File: src/design/dr_pkg.sv
package dr_pkg;

    //--------------------------------------------------------------------------
    // sizes and widths
    //--------------------------------------------------------------------------
    localparam int N_ANT     = 4;
    localparam int N_BEAM    = 4;
    localparam int SAMPLE_W  = 16;
    localparam int WEIGHT_W  = 8;
    localparam int BEAM_W    = 26;   // 24b product, 4 complex terms
    localparam int PWR_SHIFT = 4;
    localparam int ACC_W     = 32;
    localparam int MAC_LAT   = 2;    // beam path depth in cycles
    localparam int SYM_RE    = 1584; // 132 PRB
    localparam int RE_SMALL  = 48;   // 4 PRB
    localparam int RE_MID    = 96;   // 8 PRB
    localparam int RE_LARGE  = 192;  // 16 PRB

    typedef logic signed [SAMPLE_W-1:0] sample_t;
    typedef logic signed [WEIGHT_W-1:0] weight_t;
    typedef logic signed [BEAM_W-1:0]   beam_val_t;
    typedef logic [ACC_W-1:0]           pwr_t;
    typedef logic [5:0]                 rbg_idx_t;
    typedef logic [7:0]                 re_cnt_t;
    typedef logic [7:0]                 apb_addr_t;
    typedef logic [31:0]                apb_data_t;

    // register map
    localparam apb_addr_t ADDR_CTRL        = 8'h00;
    localparam apb_addr_t ADDR_WEIGHT_BASE = 8'h40; // 16 words, beam major

    typedef enum logic [1:0] {
        RBG4    = 2'd0,
        RBG8    = 2'd1,
        RBG16   = 2'd2,
        RBG_DEF = 2'd3  // same as RBG4
    } rbg_size_e;

    //--------------------------------------------------------------------------
    // bundles
    //--------------------------------------------------------------------------
    typedef struct packed {
        logic                    valid;
        logic                    sof;   // RE 0 of the symbol
        sample_t [N_ANT-1:0]     i;
        sample_t [N_ANT-1:0]     q;
    } ant_vec_t;

    typedef struct packed {
        weight_t [N_BEAM-1:0][N_ANT-1:0] w_i;
        weight_t [N_BEAM-1:0][N_ANT-1:0] w_q;
    } weight_set_t;

    typedef struct packed {
        rbg_size_e rbg_size;
        logic      aiu_idx;  // 1: short group at the end
    } dr_cfg_t;

    typedef struct packed {
        logic                    valid;
        logic                    sof;
        beam_val_t [N_BEAM-1:0]  i;
        beam_val_t [N_BEAM-1:0]  q;
    } beam_vec_t;

    typedef struct packed {
        logic     valid;
        logic     first;
        logic     last;
        rbg_idx_t rbg_idx;
    } rbg_mark_t;

    typedef struct packed {
        logic               valid;
        rbg_idx_t           rbg_idx;
        pwr_t [N_BEAM-1:0]  sum;
    } pwr_vec_t;

    typedef struct packed {
        logic      psel;
        logic      penable;
        logic      pwrite;
        apb_addr_t paddr;
        apb_data_t pwdata;
    } apb_req_t;

    typedef struct packed {
        apb_data_t prdata;
        logic      pready;
        logic      pslverr;
    } apb_rsp_t;

endpackage

File: src/design/rbg_power_acc.sv
`timescale 1ns/10ps

module rbg_power_acc (
    input  logic              i_clk,
    input  logic              i_reset,
    input  dr_pkg::beam_vec_t i_beam,
    input  dr_pkg::rbg_mark_t i_mark,
    output dr_pkg::pwr_vec_t  o_pwr
);
    import dr_pkg::*;

    pwr_t      s1_sum [N_BEAM];     // |I|+|Q| per beam
    rbg_mark_t s1_mark;
    pwr_t      acc    [N_BEAM];
    pwr_t      acc_nxt [N_BEAM];
    pwr_t [N_BEAM-1:0] out_sum;
    rbg_idx_t  out_idx;
    logic      out_vld;

    // magnitude after scaling down
    function automatic pwr_t mag(input beam_val_t v);
        beam_val_t sh;
        sh = v >>> PWR_SHIFT;
        if (sh[BEAM_W-1])
            mag = pwr_t'(-sh);
        else
            mag = pwr_t'(sh);
    endfunction

    //--------------------------------------------------------------------------
    // stage 1: |I|+|Q|
    //--------------------------------------------------------------------------
    always_ff @(posedge i_clk) begin
        for (int b = 0; b < N_BEAM; b++)
            s1_sum[b] <= mag(i_beam.i[b]) + mag(i_beam.q[b]);
    end

    always_ff @(posedge i_clk) begin
        if (i_reset)
            s1_mark <= '0;
        else
            s1_mark <= i_mark;
    end

    //--------------------------------------------------------------------------
    // stage 2: group accumulation
    //--------------------------------------------------------------------------
    always_comb begin
        for (int b = 0; b < N_BEAM; b++)
            acc_nxt[b] = s1_mark.first ? s1_sum[b] : acc[b] + s1_sum[b];  // first RE reloads
    end

    always_ff @(posedge i_clk) begin
        if (s1_mark.valid) begin
            for (int b = 0; b < N_BEAM; b++)
                acc[b] <= acc_nxt[b];
        end
        if (s1_mark.valid && s1_mark.last) begin
            for (int b = 0; b < N_BEAM; b++)
                out_sum[b] <= acc_nxt[b];
            out_idx <= s1_mark.rbg_idx;
        end
    end

    always_ff @(posedge i_clk) begin
        if (i_reset)
            out_vld <= 1'b0;
        else
            out_vld <= s1_mark.valid & s1_mark.last;  // one pulse per group
    end

    assign o_pwr.valid   = out_vld;
    assign o_pwr.rbg_idx = out_idx;
    assign o_pwr.sum     = out_sum;

    // beam path and tag path must stay in step
    a_align: assert property (@(posedge i_clk) disable iff (i_reset)
        i_beam.valid == i_mark.valid);

endmodule

File: config.mk
export PLATFORM = sky130hd
export DESIGN_NAME = rbg_power_acc
export DESIGN_NICKNAME = d
export VERILOG_FILES = /design/src/design/dr_pkg.sv /design/src/design/rbg_power_acc.sv
export SDC_FILE = /design/constraint.sdc
export NUM_CORES = 1
export LEC_CHECK = 0
export BUFFER_PORTS_ARGS = -buffer_cell sky130_fd_sc_hd__clkbuf_2
export CAP_MARGIN = 10
export CORE_ASPECT_RATIO = 1.1
export CORE_UTILIZATION = 60
export CTS_CLUSTER_DIAMETER = 200
export DETAILED_ROUTE_END_ITERATION = 8
export PLACE_DENSITY = 0.86
export SLEW_MARGIN = 20
export SYNTH_ARGS = -nofsm -noshare
export SYNTH_HDL_FRONTEND = slang
export SYNTH_SLANG_ARGS = --single-unit
File: constraint.sdc
create_clock -name i_clk -period 21.7 [get_ports i_clk]
set_input_delay 2.17 -clock i_clk [delete_from_list [all_inputs] [get_ports i_clk]]
set_output_delay 2.17 -clock i_clk [all_outputs]
set_load 0.02 [all_outputs]
==> results_dict.tcl <==
set metrics [dict create \
    grt_overflow 0 \
    grt_pass1_vias 22600 \
    netlist_area_mm2 0.0273 \
    synth_common_cells "nand2_1 (277), o21ai_0 (272), edfxtp_1 (262)" \
    synth_seq_cells 400 \
    status "finished, final reports clean" \
    yosysWarnings 0 \
    antenna_cells 0 \
    ant_nets 0 \
    end_kind "flip-flop" \
    fin_tns_setup_ns 0 \
    drive_gt1_frac 0.132 \
    period_minus_slack_ns 5.49 \
    finalWirelength_um 66000 \
    syn_to_final_growth_pct 14.1 \
    wl_per_cell_um 17.2 \
    power.leakage_nw 13.1 \
    final_cells 3831 \
    tightest_slew_ns 1.02 \
    grt_max_degree 103 \
    place_hpwl_um 49700 \
    gp_congestion 0.956 \
    io_buffers 321 \
    synth-seq-area-share 0.389 \
    fmax_mhz 182 \
    fin_area_mm2 0.0312 \
    insertion_delay_ns 0.56 \
    cts_resized 0 \
    fin_crit_sh 0.253 \
    synth-edff-count 262 \
    cts_tree "built" \
    grt_usage 0.282 \
    ir_drop_v 0.0000829 \
    hold_viol 0 \
    synthArstFlopShare 0 \
    hold_buffers 0 \
    crit_required_ns 22.12 \
    cp.arrival_ns 5.92 \
    synth_cells 2845 \
    post_cts_buffers 0 \
    cap_violations 0 \
    cts_buffer_depth 3 \
    fin_total_pwr_mw 3.70 \
    antenna_found_initial 0 \
    finalSetupViolCount 0 \
    drv_slew 0 \
    initialDrtViolationCount 1583 \
    rsz0062_at_grt "false" \
    ctsHtreeMaxLevel 2 \
    start_util 0.611 \
    dp_slack_ns 15.71 \
    setup_ws_ns 16.21 \
    vias 23100 \
    yosysMostFrequentCell "nand2_1" \
    core_mm2 0.0447 \
    fill_cells 3351 \
    synthFlopType "edfxtp_1" \
    cpPeakStageDelay_ns 0.75 \
    rows 81 \
    worstPathMaxFanout 7 \
    die_area_mm2 0.0464 \
    path_cells "clkbuf_2 -> nor3_1 -> nand3_1 -> or3_1 -> nand2b_1 -> nand2b_1 -> or4_1 -> nor4bb_1 -> ha_1 -> a21oi_1 -> o21ai_0 -> o41ai_1 -> xnor2_1" \
    hold_class "reg -> reg" \
    synth_cell_types 81 \
    synth_area_leaders "edfxtp_1 (29%), ha_1 (12%), dfxtp_1 (10%)" \
    drtPass1Iterations 5 \
    final_nets 3701 \
    drcViolationCount 0 \
    cp_slowest_cell "o41ai_1" \
    clkTransAtPathRegs_ns 0.07 \
    cts-root-buf "clkbuf_16" \
    grt_first_pass_wirelength_um 108000 \
    die_h_um 226 \
    dpl.cell_count 3753 \
    clock-sinks 400 \
    fp.dieW_um 205 \
    startpoint_type "primary input" \
    vias_per_cell 6.03 \
    synth_top_area_cell "edfxtp_1" \
    cp_common_cell "nand2b_1" \
    ios 356 \
    syn_area_per_cell_um2 9.60 \
    place_area_mm2 0.0297 \
    finClkSkew_ns 0.0160 \
    powerDensity_mw_per_mm2 119 \
    synth.top_cell.area_share 0.288 \
    path_class "in -> reg" \
    cts_made_buffers 42 \
    max_slew_margin 0.321 \
]
==> cell families after synthesis <==
group                      after synthesis  share of synthesized area
AOI/OAI and AO/OA                      918                      0.215
and+or+nand+nor                        733                      0.131
adders and majority gates              264                      0.123
DFF                                    400                      0.389
buffers and inverters                  159                     0.0220
xor gates and xnor gates               358                      0.115
other                                    1                   0.000137
muxes                                   12                    0.00486
==> state kept, by name, indices dropped and copies added (netlist names) <==
signal	flops
s1_mark	9
o_pwr	128
out_vld	1
s1_sum	128
acc	128
out_idx	6
==> area by class of cell <==
class                      count  area [µm²]  area share
multi-input combinational   2357       16300       0.525
sequential                   400       10600       0.341
timing repair buffer         326        1640      0.0528
clock buffer                  59        1250      0.0401
tap                          581         727      0.0233
inverter                      89         334      0.0107
clock inverter                19         219     0.00703
==> placed cells by master (no fill, tap or decap), types with 33 or more instances in the layout <==
cell type / instances
xor2_1: 98
clkbuf_2: 321
o21a_1: 44
nor2b_1: 40
conb_1: 72
xnor2_1: 260
o31ai_1: 61
a21oi_1: 209
o21ai_0: 272
dfxtp_1: 136
nand2b_1: 53
nand3_1: 50
nor3_1: 33
ha_1: 256
nand2_1: 277
clkbuf_16: 45
nor2_1: 135
edfxtp_1: 262
a21o_1: 121
inv_1: 89
==> worst max-delay path: cells and delay by family <==
family | cells | cell delay, ns
and+or+nand+nor | 7 | 1.92
AOI/OAI and AO/OA | 3 | 1.21
adders and majority gates | 1 | 0.39
buffers and inverters | 1 | 0.12
xor gates and xnor gates | 1 | 0.12
==> where the power goes <==
| part | internal [mW] | switching (mW) | total, mW | leakage (nW) |
|---|---|---|---|---|
| Clock | 0.452 | 0.300 | 0.752 | 0.714 |
| Sequential | 1.12 | 0.0936 | 1.21 | 3.59 |
| Combinational | 0.712 | 1.03 | 1.74 | 8.80 |
==> through the flow <==
step	hold slack (ns)	utilization
after floorplan	0.386	-
after global placement	0.388	0.664
after detailed placement	0.389	0.664
after CTS	0.403	0.697
after global routing	0.407	0.697
final	0.403	0.697
==> final timing paths <==
kind / from / endpoint / slack (ns) / cells past startpoint
max: i_beam[188] / s1_sum[3][22] / 16.21 / 13
min: s1_mark[4] / out_idx[4] / 0.40 / 0
max reg2reg: s1_sum[0][0] / o_pwr[28] / 17.75 / 13
min reg2reg: s1_mark[4] / out_idx[4] / 0.40 / 0
==> layer usage <==
metal / GRT usage / part of all wire
met2: 0.501 / 0.49
met1: 0.342 / 0.42
met4: 0.0987 / 0.028
met3: 0.0468 / 0.064
met5: 0 / 0
Note: power is estimated with default switching activity, not from simulation.
