## src/design/dr_pkg.sv

```systemverilog
package dr_pkg;

    //--------------------------------------------------------------------------
    // sizes and widths
    //--------------------------------------------------------------------------
    localparam int N_ANT     = 4;
    localparam int N_BEAM    = 4;
    localparam int SAMPLE_W  = 16;
    localparam int WEIGHT_W  = 8;
    localparam int BEAM_W    = 26;   // 24b product, 4 complex terms
    localparam int PWR_SHIFT = 4;
    localparam int ACC_W     = 32;
    localparam int MAC_LAT   = 2;    // beam path depth in cycles
    localparam int SYM_RE    = 1584; // 132 PRB
    localparam int RE_SMALL  = 48;   // 4 PRB
    localparam int RE_MID    = 96;   // 8 PRB
    localparam int RE_LARGE  = 192;  // 16 PRB

    typedef logic signed [SAMPLE_W-1:0] sample_t;
    typedef logic signed [WEIGHT_W-1:0] weight_t;
    typedef logic signed [BEAM_W-1:0]   beam_val_t;
    typedef logic [ACC_W-1:0]           pwr_t;
    typedef logic [5:0]                 rbg_idx_t;
    typedef logic [7:0]                 re_cnt_t;
    typedef logic [7:0]                 apb_addr_t;
    typedef logic [31:0]                apb_data_t;

    // register map
    localparam apb_addr_t ADDR_CTRL        = 8'h00;
    localparam apb_addr_t ADDR_WEIGHT_BASE = 8'h40; // 16 words, beam major

    typedef enum logic [1:0] {
        RBG4    = 2'd0,
        RBG8    = 2'd1,
        RBG16   = 2'd2,
        RBG_DEF = 2'd3  // same as RBG4
    } rbg_size_e;

    //--------------------------------------------------------------------------
    // bundles
    //--------------------------------------------------------------------------
    typedef struct packed {
        logic                    valid;
        logic                    sof;   // RE 0 of the symbol
        sample_t [N_ANT-1:0]     i;
        sample_t [N_ANT-1:0]     q;
    } ant_vec_t;

    typedef struct packed {
        weight_t [N_BEAM-1:0][N_ANT-1:0] w_i;
        weight_t [N_BEAM-1:0][N_ANT-1:0] w_q;
    } weight_set_t;

    typedef struct packed {
        rbg_size_e rbg_size;
        logic      aiu_idx;  // 1: short group at the end
    } dr_cfg_t;

    typedef struct packed {
        logic                    valid;
        logic                    sof;
        beam_val_t [N_BEAM-1:0]  i;
        beam_val_t [N_BEAM-1:0]  q;
    } beam_vec_t;

    typedef struct packed {
        logic     valid;
        logic     first;
        logic     last;
        rbg_idx_t rbg_idx;
    } rbg_mark_t;

    typedef struct packed {
        logic               valid;
        rbg_idx_t           rbg_idx;
        pwr_t [N_BEAM-1:0]  sum;
    } pwr_vec_t;

    typedef struct packed {
        logic      psel;
        logic      penable;
        logic      pwrite;
        apb_addr_t paddr;
        apb_data_t pwdata;
    } apb_req_t;

    typedef struct packed {
        apb_data_t prdata;
        logic      pready;
        logic      pslverr;
    } apb_rsp_t;

endpackage

```

## src/design/rbg_tracker.sv

```systemverilog
`timescale 1ns/10ps

module rbg_tracker (
    input  logic              i_clk,
    input  logic              i_reset,
    input  dr_pkg::ant_vec_t  i_ant,
    input  dr_pkg::dr_cfg_t   i_cfg,
    output dr_pkg::rbg_mark_t o_mark
);
    import dr_pkg::*;

    re_cnt_t   re_cnt;
    rbg_idx_t  rbg_cnt;
    re_cnt_t   cur_re;      // position of this RE, sof applied
    rbg_idx_t  cur_rbg;
    rbg_idx_t  g_last;      // G-1
    re_cnt_t   big_len;
    re_cnt_t   grp_len;
    logic      is_last;
    rbg_mark_t mark_new;
    rbg_mark_t mark_pipe [MAC_LAT];

    //--------------------------------------------------------------------------
    // group length
    //--------------------------------------------------------------------------
    always_comb begin
        case (i_cfg.rbg_size)
            RBG8: begin
                big_len = re_cnt_t'(RE_MID);
                g_last  = rbg_idx_t'((SYM_RE - RE_SMALL) / RE_MID);    // 16
            end
            RBG16: begin
                big_len = re_cnt_t'(RE_LARGE);
                g_last  = rbg_idx_t'((SYM_RE - RE_SMALL) / RE_LARGE);  // 8
            end
            default: begin
                big_len = re_cnt_t'(RE_SMALL);
                g_last  = rbg_idx_t'((SYM_RE - RE_SMALL) / RE_SMALL);  // 32
            end
        endcase
    end

    assign cur_re  = i_ant.sof ? '0 : re_cnt;
    assign cur_rbg = i_ant.sof ? '0 : rbg_cnt;

    // short group sits at the front or the back
    assign grp_len = (cur_rbg == (i_cfg.aiu_idx ? g_last : rbg_idx_t'(0))) ?
                     re_cnt_t'(RE_SMALL) : big_len;
    assign is_last = (cur_re == re_cnt_t'(grp_len - 1'b1));

    always_ff @(posedge i_clk) begin
        if (i_reset) begin
            re_cnt  <= '0;
            rbg_cnt <= '0;
        end else if (i_ant.valid) begin
            if (is_last) begin
                re_cnt  <= '0;
                rbg_cnt <= (cur_rbg == g_last) ? '0 : cur_rbg + 1'b1;
            end else begin
                re_cnt  <= cur_re + 1'b1;
                rbg_cnt <= cur_rbg;
            end
        end
    end

    //--------------------------------------------------------------------------
    // tag pipe, lines up with beam_mac output
    //--------------------------------------------------------------------------
    assign mark_new.valid   = i_ant.valid;
    assign mark_new.first   = i_ant.valid & (cur_re == '0);
    assign mark_new.last    = i_ant.valid & is_last;
    assign mark_new.rbg_idx = cur_rbg;

    always_ff @(posedge i_clk) begin
        if (i_reset) begin
            for (int k = 0; k < MAC_LAT; k++)
                mark_pipe[k] <= '0;
        end else begin
            mark_pipe[0] <= mark_new;
            for (int k = 1; k < MAC_LAT; k++)
                mark_pipe[k] <= mark_pipe[k-1];
        end
    end

    assign o_mark = mark_pipe[MAC_LAT-1];

    a_rbg_range: assert property (@(posedge i_clk) disable iff (i_reset)
        o_mark.valid |-> o_mark.rbg_idx <= g_last);
    a_sof_valid: assert property (@(posedge i_clk) disable iff (i_reset)
        i_ant.sof |-> i_ant.valid);

endmodule

```

## config.mk

```make
export PLATFORM = sky130hd
export DESIGN_NAME = rbg_tracker
export DESIGN_NICKNAME = d
export VERILOG_FILES = /design/src/design/dr_pkg.sv /design/src/design/rbg_tracker.sv
export SDC_FILE = /design/constraint.sdc
export NUM_CORES = 1
export LEC_CHECK = 0
export ABC_AREA = 1
export BUFFER_PORTS_ARGS = -buffer_cell sky130_fd_sc_hd__buf_4
export CAP_MARGIN = 10
export CORE_MARGIN = 4
export CORE_UTILIZATION = 42
export CTS_CLUSTER_DIAMETER = 40
export DETAILED_ROUTE_END_ITERATION = 16
export GPL_ROUTABILITY_DRIVEN = 0
export PLACE_DENSITY = 0.86
export SYNTH_ARGS = -nofsm -noshare
export SYNTH_HDL_FRONTEND = slang
export SYNTH_SLANG_ARGS = --single-unit
```

## constraint.sdc

```tcl
create_clock -name i_clk -period 4.5 [get_ports i_clk]
set_input_delay 0.9 -clock i_clk [delete_from_list [all_inputs] [get_ports i_clk]]
set_output_delay 0.9 -clock i_clk [all_outputs]
set_load 0.1 [all_outputs]
```

==> results.yml <==
flow_run:
  maxCapViolations: 0
timing:
  hold_viol_final: 0
  final-setup-viol-count: 0
  slew_violations: 0
  tightestPinTransition_ns: 0.919
  relSlewSlack_pct: 38.5
  post-route-min-period_ns: 3.10
  final.setup.tns_ns: 0
  fin_crit_sh_pct: 68.9
  skew_ns: 0.00546
  achievable-frequency_ghz: 0.322
  rsz0062_at_grt: "false"
grt:
  grt_util_all_layers_pct: 14.5
  number_of_antenna_violations_at_the_first_check_in_global_routing: 0
  globalRoute.totalOverflow: 0
  vias_in_the_first_global_route: 1361
  grt_pass1_wl_um: 5980
  grt_max_degree: 18
clock_network:
  clockRootBuffer: "clkbuf_8"
  cts_setup_buffers: 0
  clk_latency_ns: 0.29
  htree_num_levels: 2
  cts_hold_buf: 0
  cts-resized-gates: 0
  tritoncts_clock_tree: "done"
  clk_transition_reported_paths_ns: 0.06
  tritoncts.num_buffers: 5
  cts.sinks: 32
  maximum_root_to_sink_buffer_count: 2
logic_synthesis:
  synth_edf_count: 0
  ys_async_sr_fraction_pct: 0
  synth_area_leader_cell: "dfxtp_1"
  ys_warn_count: 0
  synth_flop_cell: "dfxtp_1"
  mappedNetlistArea_um2: 1780
  synth-seq-cells: 32
  synth_cell_type_count: 29
  syn_inst_count: 246
  yosysTopAreaCellShare_pct: 36.0
  synth.area.top_cells: "dfxtp_1 36%, inv_1 9.5%, nand2_1 8.2%"
  synthesis.nets: 389
  synth.yosys.seq_area_share_pct: 36.0
  top_count_cell_post_synth: "inv_1"
  yosys-top-cells-count: "45 x inv_1, 39 x nand2_1, 33 x nor2_1, 32 x dfxtp_1, 20 x nand3_1"
  post_synth.cell_area_avg_um2: 7.23
place:
  port_buffer_count: 15
  placed_cells_incl_taps: 297
  dp_hpwl_um: 2500
critical_path:
  cp_data_required_time_ns: 4.72
  cp_cell_sequence: "buf_4 -> nor2_1 -> inv_1 -> ha_1 -> inv_1 -> nor2_4 -> nand2_4 -> inv_1 -> nor2_1 -> inv_1 -> ha_1 -> xnor2_1 -> nor3_2 -> nand2_2 -> nor2_8 -> nand2_4 -> nand2_1 -> nand3_1 -> o21ai_1"
  cp_num_buf_inv: 5
  crit_path_kind: "in -> reg"
  crit_arrival_ns: 3.32
  cp-end-kind: "flop"
  worst_path_max_delay_cell: "ha_1"
  timing.critical_path.fanout_max: 11
  startpoint_type: "primary input"
  critPathMaxStageDelay_ns: 0.30
  cp_common_cell: "inv_1"
  worst_path_dominant_cell_family: "simple AND/OR/NAND/NOR gates"
finish:
  finish.cell_count_without_fillers: 305
  drive_gt1_share_pct: 18.8
  n_antenna_cell: 0
  design.final.nets: 397
  areaGrowthSynthToFinish_pct: 10.8
detailed_routing:
  drcViolationCount: 0
  route.detailed.wl_per_inst_um: 11.6
  firstDrtPassIters: 5
  route.vias.total: 1451
  initialDrtViolationCount: 147
  wl_um: 3540
  number_of_nets_with_antenna_violations_after_routing: 0
  vias_per_inst: 4.76
floorplan:
  die_width_um: 73.1
  floorplan.io_pins: 144
  die_height_um: 73.1
  floorplan.core_area_um2: 4060
  floorplan.rows: 23
  initial_core_util_pct: 43.8
  die_area_um2: 5340
power:
  irDropWorstVdd_v: 0.000230
  cellLeakagePower_nw: 0.901
  cellPowerDensity_nw_per_um2: 312
run_status:
  run_status: "finished clean"
worst_hold_path:
  hp-class: "reg -> reg"
==> cells by family (layout without fill, tap and decap cells) <==
logic type / Yosys count / count (layout) / synth area share (%)
AOI/OAI and AO/OA: 16 / 16 / 5.70
xor gates and xnor gates: 7 / 7 / 3.45
adders and majority gates: 8 / 8 / 5.63
buffers and inverters: 63 / 72 / 15.7
DFF: 32 / 32 / 36.0
and+or+nand+nor: 120 / 120 / 33.5
==> worst reg2reg max path: stages, from the launching register on <==
cell     delay, ns
dfxtp_1       0.34
inv_1         0.06
nor2_1        0.17
inv_1         0.10
ha_1          0.20
inv_1         0.11
nor2_4        0.06
nand2_4       0.09
inv_1         0.05
nor2_1        0.12
inv_1         0.07
ha_1          0.30
xnor2_1       0.15
nor3_2        0.14
nand2_2       0.11
nor2_8        0.16
nand2_4       0.12
nand2_1       0.08
nand3_1       0.06
o21ai_1       0.12
==> cell usage in the layout (no fill, tap or decap), drive strengths merged <==
| cell | n |
|---|---|
| buf | 15 |
| inv | 49 |
| nand4 | 4 |
| o21ai | 10 |
| dfxtp | 32 |
| nand2 | 48 |
| bufinv | 1 |
| clkinv | 1 |
| o22ai | 3 |
| o32ai | 1 |
| nand3 | 21 |
| clkinvlp | 1 |
| xor2 | 4 |
| xnor2 | 3 |
| a21oi | 1 |
| nor3 | 5 |
| or2 | 2 |
| clkbuf | 5 |
| ha | 8 |
| nor2 | 40 |
| o31ai | 1 |
==> power by group <==
group          internal (mW)  switching (mW)  total [mW]
clock                  0.164           0.109       0.272
sequential             0.286         0.00118       0.287
combinational         0.0170          0.0379      0.0549
==> area by class of cell <==
class                           count  area (µm²)
Fill cell                         369        2090
Inverter                           49         184
Timing Repair Buffer               15         113
Sequential cell                    32         641
Clock inverter                      3        42.5
Tap cell                           50        62.6
Clock buffer                        5        68.8
Multi-Input combinational cell    151         860
==> registers in the layout, summed over array words and instances (netlist names) <==
name / flops
mark_pipe: 18
re_cnt: 8
rbg_cnt: 6
==> routing by layer <==
layer  track usage [%]  wire, µm  vias up
met5                 0         0        -
met4              6.56        92        0
met3              3.72       168        9
met2              24.3      1740       35
met1              17.3      1540      651
li1                  -         -      756
==> worst paths after layout <==
kind                         startpoint                          end  slack, ns  depth (start not counted)
max                          i_ant[128]      rbg_cnt[3]$_SDFFE_PP0P_       1.40                         19
min          mark_pipe[0][5]$_SDFF_PP0_  mark_pipe[0][14]$_SDFF_PP0_       0.40                          2
max reg2reg     rbg_cnt[0]$_SDFFE_PP0P_      rbg_cnt[3]$_SDFFE_PP0P_       1.83                         19
min reg2reg  mark_pipe[0][5]$_SDFF_PP0_  mark_pipe[0][14]$_SDFF_PP0_       0.40                          2
==> through the flow <==
stage	worst slack, ns	util [%]	area [µm²]	power (mW)	hold WS, ns
floorplan	1.48	-	1780	0.336	0.388
global placement	1.17	45.8	1860	0.346	0.391
detailed placement	1.12	45.8	1860	0.348	0.397
CTS	1.42	48.6	1970	0.620	0.407
global route	1.20	48.6	1970	0.634	0.427
finish	1.40	48.6	1970	0.614	0.405
(Power assumes the default switching activity.)
