### src/design/dr_pkg.sv
package dr_pkg;

    //--------------------------------------------------------------------------
    // sizes and widths
    //--------------------------------------------------------------------------
    localparam int N_ANT     = 4;
    localparam int N_BEAM    = 4;
    localparam int SAMPLE_W  = 16;
    localparam int WEIGHT_W  = 8;
    localparam int BEAM_W    = 26;   // 24b product, 4 complex terms
    localparam int PWR_SHIFT = 4;
    localparam int ACC_W     = 32;
    localparam int MAC_LAT   = 2;    // beam path depth in cycles
    localparam int SYM_RE    = 1584; // 132 PRB
    localparam int RE_SMALL  = 48;   // 4 PRB
    localparam int RE_MID    = 96;   // 8 PRB
    localparam int RE_LARGE  = 192;  // 16 PRB

    typedef logic signed [SAMPLE_W-1:0] sample_t;
    typedef logic signed [WEIGHT_W-1:0] weight_t;
    typedef logic signed [BEAM_W-1:0]   beam_val_t;
    typedef logic [ACC_W-1:0]           pwr_t;
    typedef logic [5:0]                 rbg_idx_t;
    typedef logic [7:0]                 re_cnt_t;
    typedef logic [7:0]                 apb_addr_t;
    typedef logic [31:0]                apb_data_t;

    // register map
    localparam apb_addr_t ADDR_CTRL        = 8'h00;
    localparam apb_addr_t ADDR_WEIGHT_BASE = 8'h40; // 16 words, beam major

    typedef enum logic [1:0] {
        RBG4    = 2'd0,
        RBG8    = 2'd1,
        RBG16   = 2'd2,
        RBG_DEF = 2'd3  // same as RBG4
    } rbg_size_e;

    //--------------------------------------------------------------------------
    // bundles
    //--------------------------------------------------------------------------
    typedef struct packed {
        logic                    valid;
        logic                    sof;   // RE 0 of the symbol
        sample_t [N_ANT-1:0]     i;
        sample_t [N_ANT-1:0]     q;
    } ant_vec_t;

    typedef struct packed {
        weight_t [N_BEAM-1:0][N_ANT-1:0] w_i;
        weight_t [N_BEAM-1:0][N_ANT-1:0] w_q;
    } weight_set_t;

    typedef struct packed {
        rbg_size_e rbg_size;
        logic      aiu_idx;  // 1: short group at the end
    } dr_cfg_t;

    typedef struct packed {
        logic                    valid;
        logic                    sof;
        beam_val_t [N_BEAM-1:0]  i;
        beam_val_t [N_BEAM-1:0]  q;
    } beam_vec_t;

    typedef struct packed {
        logic     valid;
        logic     first;
        logic     last;
        rbg_idx_t rbg_idx;
    } rbg_mark_t;

    typedef struct packed {
        logic               valid;
        rbg_idx_t           rbg_idx;
        pwr_t [N_BEAM-1:0]  sum;
    } pwr_vec_t;

    typedef struct packed {
        logic      psel;
        logic      penable;
        logic      pwrite;
        apb_addr_t paddr;
        apb_data_t pwdata;
    } apb_req_t;

    typedef struct packed {
        apb_data_t prdata;
        logic      pready;
        logic      pslverr;
    } apb_rsp_t;

endpackage

### src/design/dr_apb_regs.sv
`timescale 1ns/10ps

module dr_apb_regs (
    input  logic                i_clk,
    input  logic                i_reset,
    input  dr_pkg::apb_req_t    i_apb,
    output dr_pkg::apb_rsp_t    o_apb,
    output dr_pkg::dr_cfg_t     o_cfg,
    output dr_pkg::weight_set_t o_weights
);
    import dr_pkg::*;

    dr_cfg_t     cfg_q;
    weight_set_t wgt_q;
    apb_data_t   rdata;
    logic        hit;       // address maps to a register
    logic        access;    // access phase
    logic        wr_en;

    assign access = i_apb.psel & i_apb.penable;
    assign wr_en  = access & i_apb.pwrite & hit;

    //--------------------------------------------------------------------------
    // address decode and readback
    //--------------------------------------------------------------------------
    always_comb begin
        rdata = '0;
        hit   = 1'b0;
        if (i_apb.paddr == ADDR_CTRL) begin
            hit        = 1'b1;
            rdata[1:0] = cfg_q.rbg_size;
            rdata[4]   = cfg_q.aiu_idx;
        end
        for (int b = 0; b < N_BEAM; b++) begin
            for (int a = 0; a < N_ANT; a++) begin
                // word b*N_ANT+a
                if (i_apb.paddr == apb_addr_t'(ADDR_WEIGHT_BASE + 4 * (b * N_ANT + a))) begin
                    hit         = 1'b1;
                    rdata[7:0]  = wgt_q.w_i[b][a];
                    rdata[15:8] = wgt_q.w_q[b][a];
                end
            end
        end
    end

    // no wait states
    assign o_apb.prdata  = rdata;
    assign o_apb.pready  = 1'b1;
    assign o_apb.pslverr = access & ~hit;

    //--------------------------------------------------------------------------
    // register writes
    //--------------------------------------------------------------------------
    always_ff @(posedge i_clk) begin
        if (i_reset) begin
            cfg_q <= '{rbg_size: RBG4, aiu_idx: 1'b0};
            wgt_q <= '0;
        end else if (wr_en) begin
            if (i_apb.paddr == ADDR_CTRL) begin
                cfg_q.rbg_size <= rbg_size_e'(i_apb.pwdata[1:0]);
                cfg_q.aiu_idx  <= i_apb.pwdata[4];
            end
            for (int b = 0; b < N_BEAM; b++) begin
                for (int a = 0; a < N_ANT; a++) begin
                    if (i_apb.paddr == apb_addr_t'(ADDR_WEIGHT_BASE + 4 * (b * N_ANT + a))) begin
                        wgt_q.w_i[b][a] <= i_apb.pwdata[7:0];   // byte 0
                        wgt_q.w_q[b][a] <= i_apb.pwdata[15:8];  // byte 1
                    end
                end
            end
        end
    end

    assign o_cfg     = cfg_q;
    assign o_weights = wgt_q;

    // access phase must follow a setup phase
    a_apb_phase: assert property (@(posedge i_clk) disable iff (i_reset)
        i_apb.penable |-> i_apb.psel && $past(i_apb.psel));

endmodule

### config.mk
export PLATFORM = sky130hd
export DESIGN_NAME = dr_apb_regs
export DESIGN_NICKNAME = d
export VERILOG_FILES = /design/src/design/dr_pkg.sv /design/src/design/dr_apb_regs.sv
export SDC_FILE = /design/constraint.sdc
export NUM_CORES = 1
export LEC_CHECK = 0
export BUFFER_PORTS_ARGS = -buffer_cell sky130_fd_sc_hd__buf_2
export CAP_MARGIN = 20
export CORE_AREA = 2 2 230 232
export DETAILED_ROUTE_END_ITERATION = 8
export DIE_AREA = 0 0 232 234
export GPL_ROUTABILITY_DRIVEN = 0
export GPL_TIMING_DRIVEN = 0
export PLACE_DENSITY = 0.45
export RECOVER_POWER = 50
export SYNTH_ARGS = -nofsm -noshare
export SYNTH_HDL_FRONTEND = slang
export SYNTH_SLANG_ARGS = --single-unit
export TNS_END_PERCENT = 1
### constraint.sdc
create_clock -name i_clk -period 6.8 [get_ports i_clk]
set_clock_uncertainty 0.05 [all_clocks]
set_input_delay 1.02 -clock i_clk [delete_from_list [all_inputs] [get_ports i_clk]]
set_output_delay 1.02 -clock i_clk [all_outputs]
set_load 0.01 [all_outputs]
==> impl_metrics.json, run 1 <==
{
  "fin_crit_sh_pct": 93.9,
  "grt_max_degree": 14,
  "ys_ff_latch": 259,
  "worstSetupPathType": "in -> out",
  "worst_slack_ps": 415,
  "antenna_found_initial": 0,
  "crit_chain": "buf_2 -> buf_2 -> clkbuf_1 -> buf_1 -> clkbuf_1 -> clkbuf_1 -> nand3_1 -> o21ai_0 -> a31oi_1 -> o31ai_1 -> buf_2",
  "vias_per_cell": 5.12,
  "ios": 338,
  "first_pass_iters": 8,
  "final_nets": 1803,
  "drc": 0,
  "cp_num_buf_inv": 7,
  "slowest_delay_ps": 780,
  "grt_pass1_wl_um": 93200,
  "post-cts-setup-buffers": 0,
  "drt-wirelength-per-cell_um": 27.7,
  "wl_um": 68400,
  "cts-root-buf": "clkbuf_16",
  "min-delay-path-class": "reg -> reg",
  "met2_length_um": 29800,
  "dp_slack_ps": 758,
  "clkTransAtPathRegs_ps": 60,
  "grt_usage_pct": 24.2,
  "cts_tree": "done",
  "drtAntennaViolNets": 0,
  "ff2ff_setup_slack_ps": 5930,
  "die_area_um2": 54300,
  "syn_to_final_growth_pct": 25.0,
  "die_y_um": 234,
  "coreArea_um2": 52000,
  "critPathTopFamily": "buffers and inverters",
  "maxCapViolCount": 0,
  "port-buffer-count": 299,
  "period_minus_slack_ps": 6380,
  "clk_latency_ps": 570,
  "rsz0062_at_grt": "no",
  "holdWs_ps": 426,
  "cts_resized": 0,
  "dpl.hpwl_um": 52600,
  "grt_pass1_vias": 11750,
  "postCtsHoldBufs": 0,
  "syn_area_um2": 12300,
  "timing.rr.start": "o_weights[241]$_SDFFE_PP0P_",
  "wl_met1_um": 28600,
  "drive_gt1_share_pct": 10.7,
  "synth_adder_area_share_pct": 0,
  "synthCells": 1408,
  "r2r-end": "o_weights[241]$_SDFFE_PP0P_",
  "diodes": 0,
  "worstPathRequired_ps": 5730,
  "startpoint_type": "input pin",
  "synthDistinctLibCells": 66,
  "async_flop_share_pct": 0,
  "synth_seq_area_share_pct": 42.0,
  "hold_viol": 0,
  "holdPathStages": 2,
  "crit_path_start": "i_apb[35]",
  "path_max_fanout": 10,
  "fmax_ghz": 0.157,
  "avgSynthCellArea_um2": 8.76,
  "worstRegToRegCells": 2,
  "synth_compound_area_share_pct": 13.0,
  "dr.first_iter.drc_count": 1295,
  "clock_path_buffers": 3,
  "vias": 12626,
  "chipWidth_um": 232,
  "dpl.cell_count": 2413,
  "worst_pin_slew_ps": 1230,
  "synthFlopType": "dfxtp_1",
  "slew_viol_final": 0,
  "start_util_pct": 23.7,
  "hp-start": "o_weights[106]$_SDFFE_PP0P_",
  "synth_xor_area_share_pct": 0,
  "yosys_warnings": 0,
  "p_leak_nw": 5.12,
  "ir_drop_uv": 176,
  "grt.overflow.total": 0,
  "cts_sinks": 259,
  "fin_total_pwr_mw": 3.39,
  "end_kind": "output pin",
  "synthSimpleGateAreaFrac_pct": 17.7,
  "slew_headroom_pct": 17.3,
  "setup_viol": 0,
  "fin_setup_tns_ps": 0,
  "crit_arrival_ps": 5310,
  "synth_edf_count": 0,
  "num_rows": 84,
  "power_density_nw_per_um2": 220,
  "maxUsedRoutingLayer": "met4",
  "numCtsBuffers": 29,
  "synth_top_family_by_area": "multiplexers",
  "wl_met3_um": 7290,
  "htree_levels": 1,
  "muxShareOfSynthArea_pct": 21.3,
  "cp_slowest_cell": "clkbuf_1",
  "hold-path-endpoint": "o_weights[106]$_SDFFE_PP0P_",
  "layout.cells.non_filler": 2467,
  "outcome": "completed"
}
[kinds of logic after synthesis]
family	count (synthesis)
AO/OA/AOI/OAI	261
buffers and inverters	141
flip-flops	259
multiplexers	253
other	2
AND/OR/NAND/NOR	492
[area by class of cell]
class / instances / area, µm²
buffer: 137 / 709
clock buffer: 46 / 910
clock inverter: 6 / 61.3
fill: 5764 / 36600
inverter: 4 / 15.0
multi-input combinational: 1023 / 6450
sequential: 259 / 5180
tap: 688 / 861
timing repair buffer: 304 / 1220
[worst max path at each step]
stage	endpoint	slack (ps)	depth (start not counted)
3_3_place_gp	o_apb[7]	790	11
6_report	o_apb[7]	420	11
2_1_floorplan	o_apb[8]	2720	9
3_5_place_dp	o_apb[7]	760	11
4_1_cts	o_apb[7]	750	11
5_1_grt	o_apb[7]	390	11
[synth_stat cells, types with 3 or more instances]
library cell / instances / share of area (%)
a211oi_1: 18 / 1.1
buf_4: 23 / 1.4
buf_1: 13 / 0.40
nor2b_1: 6 / 0.30
o31ai_1: 6 / 0.37
or2_2: 5 / 0.25
dfxtp_1: 259 / 42
a22oi_1: 9 / 0.55
a222oi_1: 4 / 0.32
a311oi_1: 3 / 0.21
and2_1: 10 / 0.51
nor4_1: 3 / 0.15
mux2_2: 20 / 1.8
nand2_1: 156 / 4.7
nand2b_1: 7 / 0.36
buf_8: 6 / 0.73
nand3_1: 20 / 0.81
nor3_1: 7 / 0.28
clkbuf_1: 71 / 2.2
a221oi_1: 5 / 0.36
buf_6: 3 / 0.27
o21ai_0: 50 / 2.0
nor2_1: 244 / 7.4
or3_1: 4 / 0.20
o211ai_1: 7 / 0.43
a22o_1: 4 / 0.28
a21oi_1: 98 / 4.0
inv_1: 4 / 0.12
o221ai_1: 3 / 0.21
nor3_4: 8 / 1.1
mux4_2: 6 / 1.1
nor2_2: 3 / 0.15
mux2i_1: 227 / 18
buf_2: 21 / 0.85
a31oi_1: 7 / 0.36
o22ai_1: 28 / 1.4
[state kept, by name, indices dropped and copies added, names as in the netlist]
signal     count
o_cfg          3
o_weights    256
[placed cells by master (no fill, tap or decap), types with 5 or more instances in the layout]
| cell type | instances |
|---|---|
| nor3_4 | 6 |
| mux2_2 | 20 |
| o31ai_1 | 6 |
| nand2b_1 | 7 |
| nand2_1 | 156 |
| buf_4 | 24 |
| nor2b_1 | 6 |
| or2_2 | 5 |
| buf_2 | 62 |
| mux4_2 | 6 |
| and2_1 | 10 |
| nor2_1 | 244 |
| o22ai_1 | 28 |
| conb_1 | 17 |
| buf_8 | 8 |
| o211ai_1 | 7 |
| clkbuf_1 | 336 |
| o21ai_0 | 50 |
| a21oi_1 | 98 |
| dfxtp_1 | 259 |
| a31oi_1 | 7 |
| a221oi_1 | 5 |
| a22oi_1 | 9 |
| mux2i_1 | 227 |
| clkbuf_8 | 12 |
| a211oi_1 | 18 |
| clkbuf_16 | 29 |
| buf_1 | 13 |
| nand3_1 | 20 |
| nor3_1 | 9 |
[stage by stage]
stage | area, µm² | util, %
floorplan | 12400 | -
global placement | 14700 | 28.3
detailed placement | 14800 | 28.4
CTS | 15800 | 30.3
global route | 15400 | 29.6
finish | 15400 | 29.6
[tightest hold or removal path, delay by kind of cell, from the launching register on]
kind / cells / cell delay, ps
simple gates: 1 / 60
flops: 1 / 320
compound gates: 1 / 50
[power by group]
group | internal (mW) | total, mW | switching [mW]
logic | 0.0529 | 0.243 | 0.190
registers | 1.52 | 1.52 | 0.0000641
clock network | 0.947 | 1.63 | 0.683
total | 2.52 | 3.39 | 0.873
[per-layer routing]
metal | up-vias | global-route usage, %
li1 | 5592 | -
met1 | 6178 | 31.9
met2 | 729 | 37.3
met3 | 127 | 7.13
met4 | 0 | 8.79
met5 | - | 0
(Power assumes the default switching activity.)
==> run 2, diff against run 1 <==
--- a/config.mk
+++ b/config.mk
@@ -14,3 +14,3 @@
 export GPL_TIMING_DRIVEN = 0
-export PLACE_DENSITY = 0.45
+export PLACE_DENSITY_LB_ADDON = 0.12
 export RECOVER_POWER = 50
--- a/constraint.sdc
+++ b/constraint.sdc
@@ -4,2 +4,2 @@
 set_output_delay 1.02 -clock i_clk [all_outputs]
-set_load 0.01 [all_outputs]
+set_load 0.1 [all_outputs]
==> run 2 against run 1 <==
- the run now ends with max-capacitance violations left
- non-clock buffer count is 1 higher
- highest routed layer unchanged
- routed wire length is 2.4% higher
- cell count is 0.16% higher
- count of clock-buffer cells in the layout is 1 higher
- critical path type unchanged
- sequential cell count stayed put
- worst setup slack worse by 240 ps
- fmax is 3.6% lower
- combinational power is 23% higher
==> impl_metrics.json, run 2 (synthesis results as in run 1) <==
{
  "drive_gt1_share_pct": 10.8,
  "ir_drop_uv": 162,
  "final_nets": 1806,
  "drc": 0,
  "fill_cells": 5768,
  "antenna_found_initial": 1,
  "slowest_delay_ps": 810,
  "cts_resized": 0,
  "hold_viol": 0,
  "startpoint_type": "input pin",
  "grt.overflow.total": 0,
  "chipWidth_um": 232,
  "rsz0062_at_grt": "no",
  "dpl.hpwl_um": 53600,
  "switching_share_pct": 26.7,
  "coreArea_um2": 52000,
  "drtAntennaViolNets": 0,
  "p_sw_uw": 951,
  "ios": 338,
  "grt_usage_pct": 24.8,
  "clkTransAtPathRegs_ps": 60,
  "slew_headroom_pct": 0.610,
  "postCtsHoldBufs": 0,
  "cts-root-buf": "clkbuf_16",
  "setup_viol": 0,
  "port-buffer-count": 299,
  "place_area_um2": 14800,
  "grt_pass1_vias": 11821,
  "period_minus_slack_ps": 6620,
  "holdWs_ps": 423,
  "worstSetupPathType": "in -> out",
  "worst_pin_slew_ps": 1480,
  "regArea_um2": 5180,
  "cts_tree": "done",
  "fin_total_pwr_mw": 3.56,
  "grt_max_degree": 16,
  "fin_setup_tns_ps": 0,
  "vias": 12576,
  "comb_power_share_pct": 8.4,
  "multi_input_area_um2": 6450,
  "power.internal_mw": 2.61,
  "numCtsBuffers": 31,
  "pwr-share-seq_pct": 42.6,
  "power_density_nw_per_um2": 230,
  "layout.cells.non_filler": 2471,
  "final_util_pct": 29.8,
  "slew_viol_final": 0,
  "vias_per_cell": 5.09,
  "fmax_ghz": 0.151,
  "die_area_um2": 54300,
  "outcome": "finished with violations",
  "p_leak_nw": 5.16,
  "dpl.cell_count": 2415,
  "post-cts-setup-buffers": 0,
  "largest_reg_flops": 256,
  "crit_arrival_ps": 5550,
  "r2r-end": "o_weights[241]$_SDFFE_PP0P_",
  "grt_pass1_wl_um": 94800,
  "diodes": 0,
  "path_max_fanout": 10,
  "drt-wirelength-per-cell_um": 28.3,
  "final_common_cell": "clkbuf_1",
  "maxCapViolCount": 1,
  "dr.first_iter.drc_count": 1096,
  "wl_um": 70000,
  "worstRegToRegCells": 2,
  "clk_latency_ps": 590,
  "syn_to_final_growth_pct": 25.7,
  "final_area_um2": 15500,
  "first_pass_iters": 5,
  "min-delay-path-class": "reg -> reg",
  "htree_levels": 1,
  "ff2ff_setup_slack_ps": 5920,
  "crit_path_start": "i_apb[35]",
  "dp_slack_ps": 241,
  "timing.rr.start": "o_weights[241]$_SDFFE_PP0P_",
  "cp-endpoint": "o_apb[7]",
  "pwr-share-clk_pct": 49.0,
  "layout_common_cells": "clkbuf_1 (339), dfxtp_1 (259), nor2_1 (244)",
  "start_util_pct": 23.7,
  "die_y_um": 234,
  "worstPathRequired_ps": 5730,
  "cts_sinks": 259,
  "fin_crit_sh_pct": 97.4,
  "cp_slowest_cell": "clkbuf_1",
  "crit_chain": "buf_2 -> buf_2 -> clkbuf_1 -> buf_1 -> clkbuf_1 -> clkbuf_1 -> nand3_1 -> o21ai_0 -> a31oi_1 -> o31ai_1 -> buf_2",
  "end_kind": "output pin",
  "clock_path_buffers": 3,
  "violations": "max-capacitance violations",
  "num_rows": 84,
  "worst_slack_ps": 177
}
run 2: changes by cell type in the layout (fill, tap and decap cells not counted):
cell and delta:
clkinv_4 -1, bufinv_16 +2, clkbuf_16 +2, clkbuf_8 -3
o311ai_1 +1, clkinvlp_4 -1, clkbuf_1 +3, clkinv_2 +1
inv_6 +1, clkbuf_2 -1, buf_8 +1, o311ai_0 -1
run 2: critical path, delay by kind of cell:
family	cells	cell delay, ps
AND/OR/NAND/NOR	1	120
buffers and inverters	7	3600
AO/OA/AOI/OAI	3	810
run 2: how the worst min path moves through the flow:
stage	depth (start not counted)	start	end	slack, ps
2_1_floorplan	2	o_weights[187]$_SDFFE_PP0P_	o_weights[187]$_SDFFE_PP0P_	840
3_3_place_gp	2	o_weights[62]$_SDFFE_PP0P_	o_weights[62]$_SDFFE_PP0P_	400
3_5_place_dp	2	o_weights[59]$_SDFFE_PP0P_	o_weights[59]$_SDFFE_PP0P_	410
4_1_cts	2	o_weights[190]$_SDFFE_PP0P_	o_weights[190]$_SDFFE_PP0P_	410
5_1_grt	2	o_weights[190]$_SDFFE_PP0P_	o_weights[190]$_SDFFE_PP0P_	430
6_report	2	o_weights[190]$_SDFFE_PP0P_	o_weights[190]$_SDFFE_PP0P_	420
run 2: layer usage:
layer | part of all wire (%) | GRT usage (%)
met1 | 43 | 32.5
met2 | 44 | 39.2
met3 | 9.2 | 6.89
met4 | 3.8 | 8.63
met5 | 0 | 0
run 2: power groups by stage:
stage	clock network (mW)	registers, mW	logic (mW)
2_1_floorplan	0	1.55	0.167
3_3_place_gp	0	1.55	0.291
3_5_place_dp	0	1.55	0.294
4_1_cts	1.77	1.52	0.295
5_1_grt	1.83	1.52	0.307
6_report	1.75	1.52	0.300
run 2: area by class of cell:
type	instances	share of cell area, %
multi-input combinational	1023	41.6
clock inverter	8	0.767
buffer	137	4.58
tap	688	5.55
clock buffer	47	5.97
timing repair buffer	305	7.96
sequential	259	33.4
inverter	4	0.0968
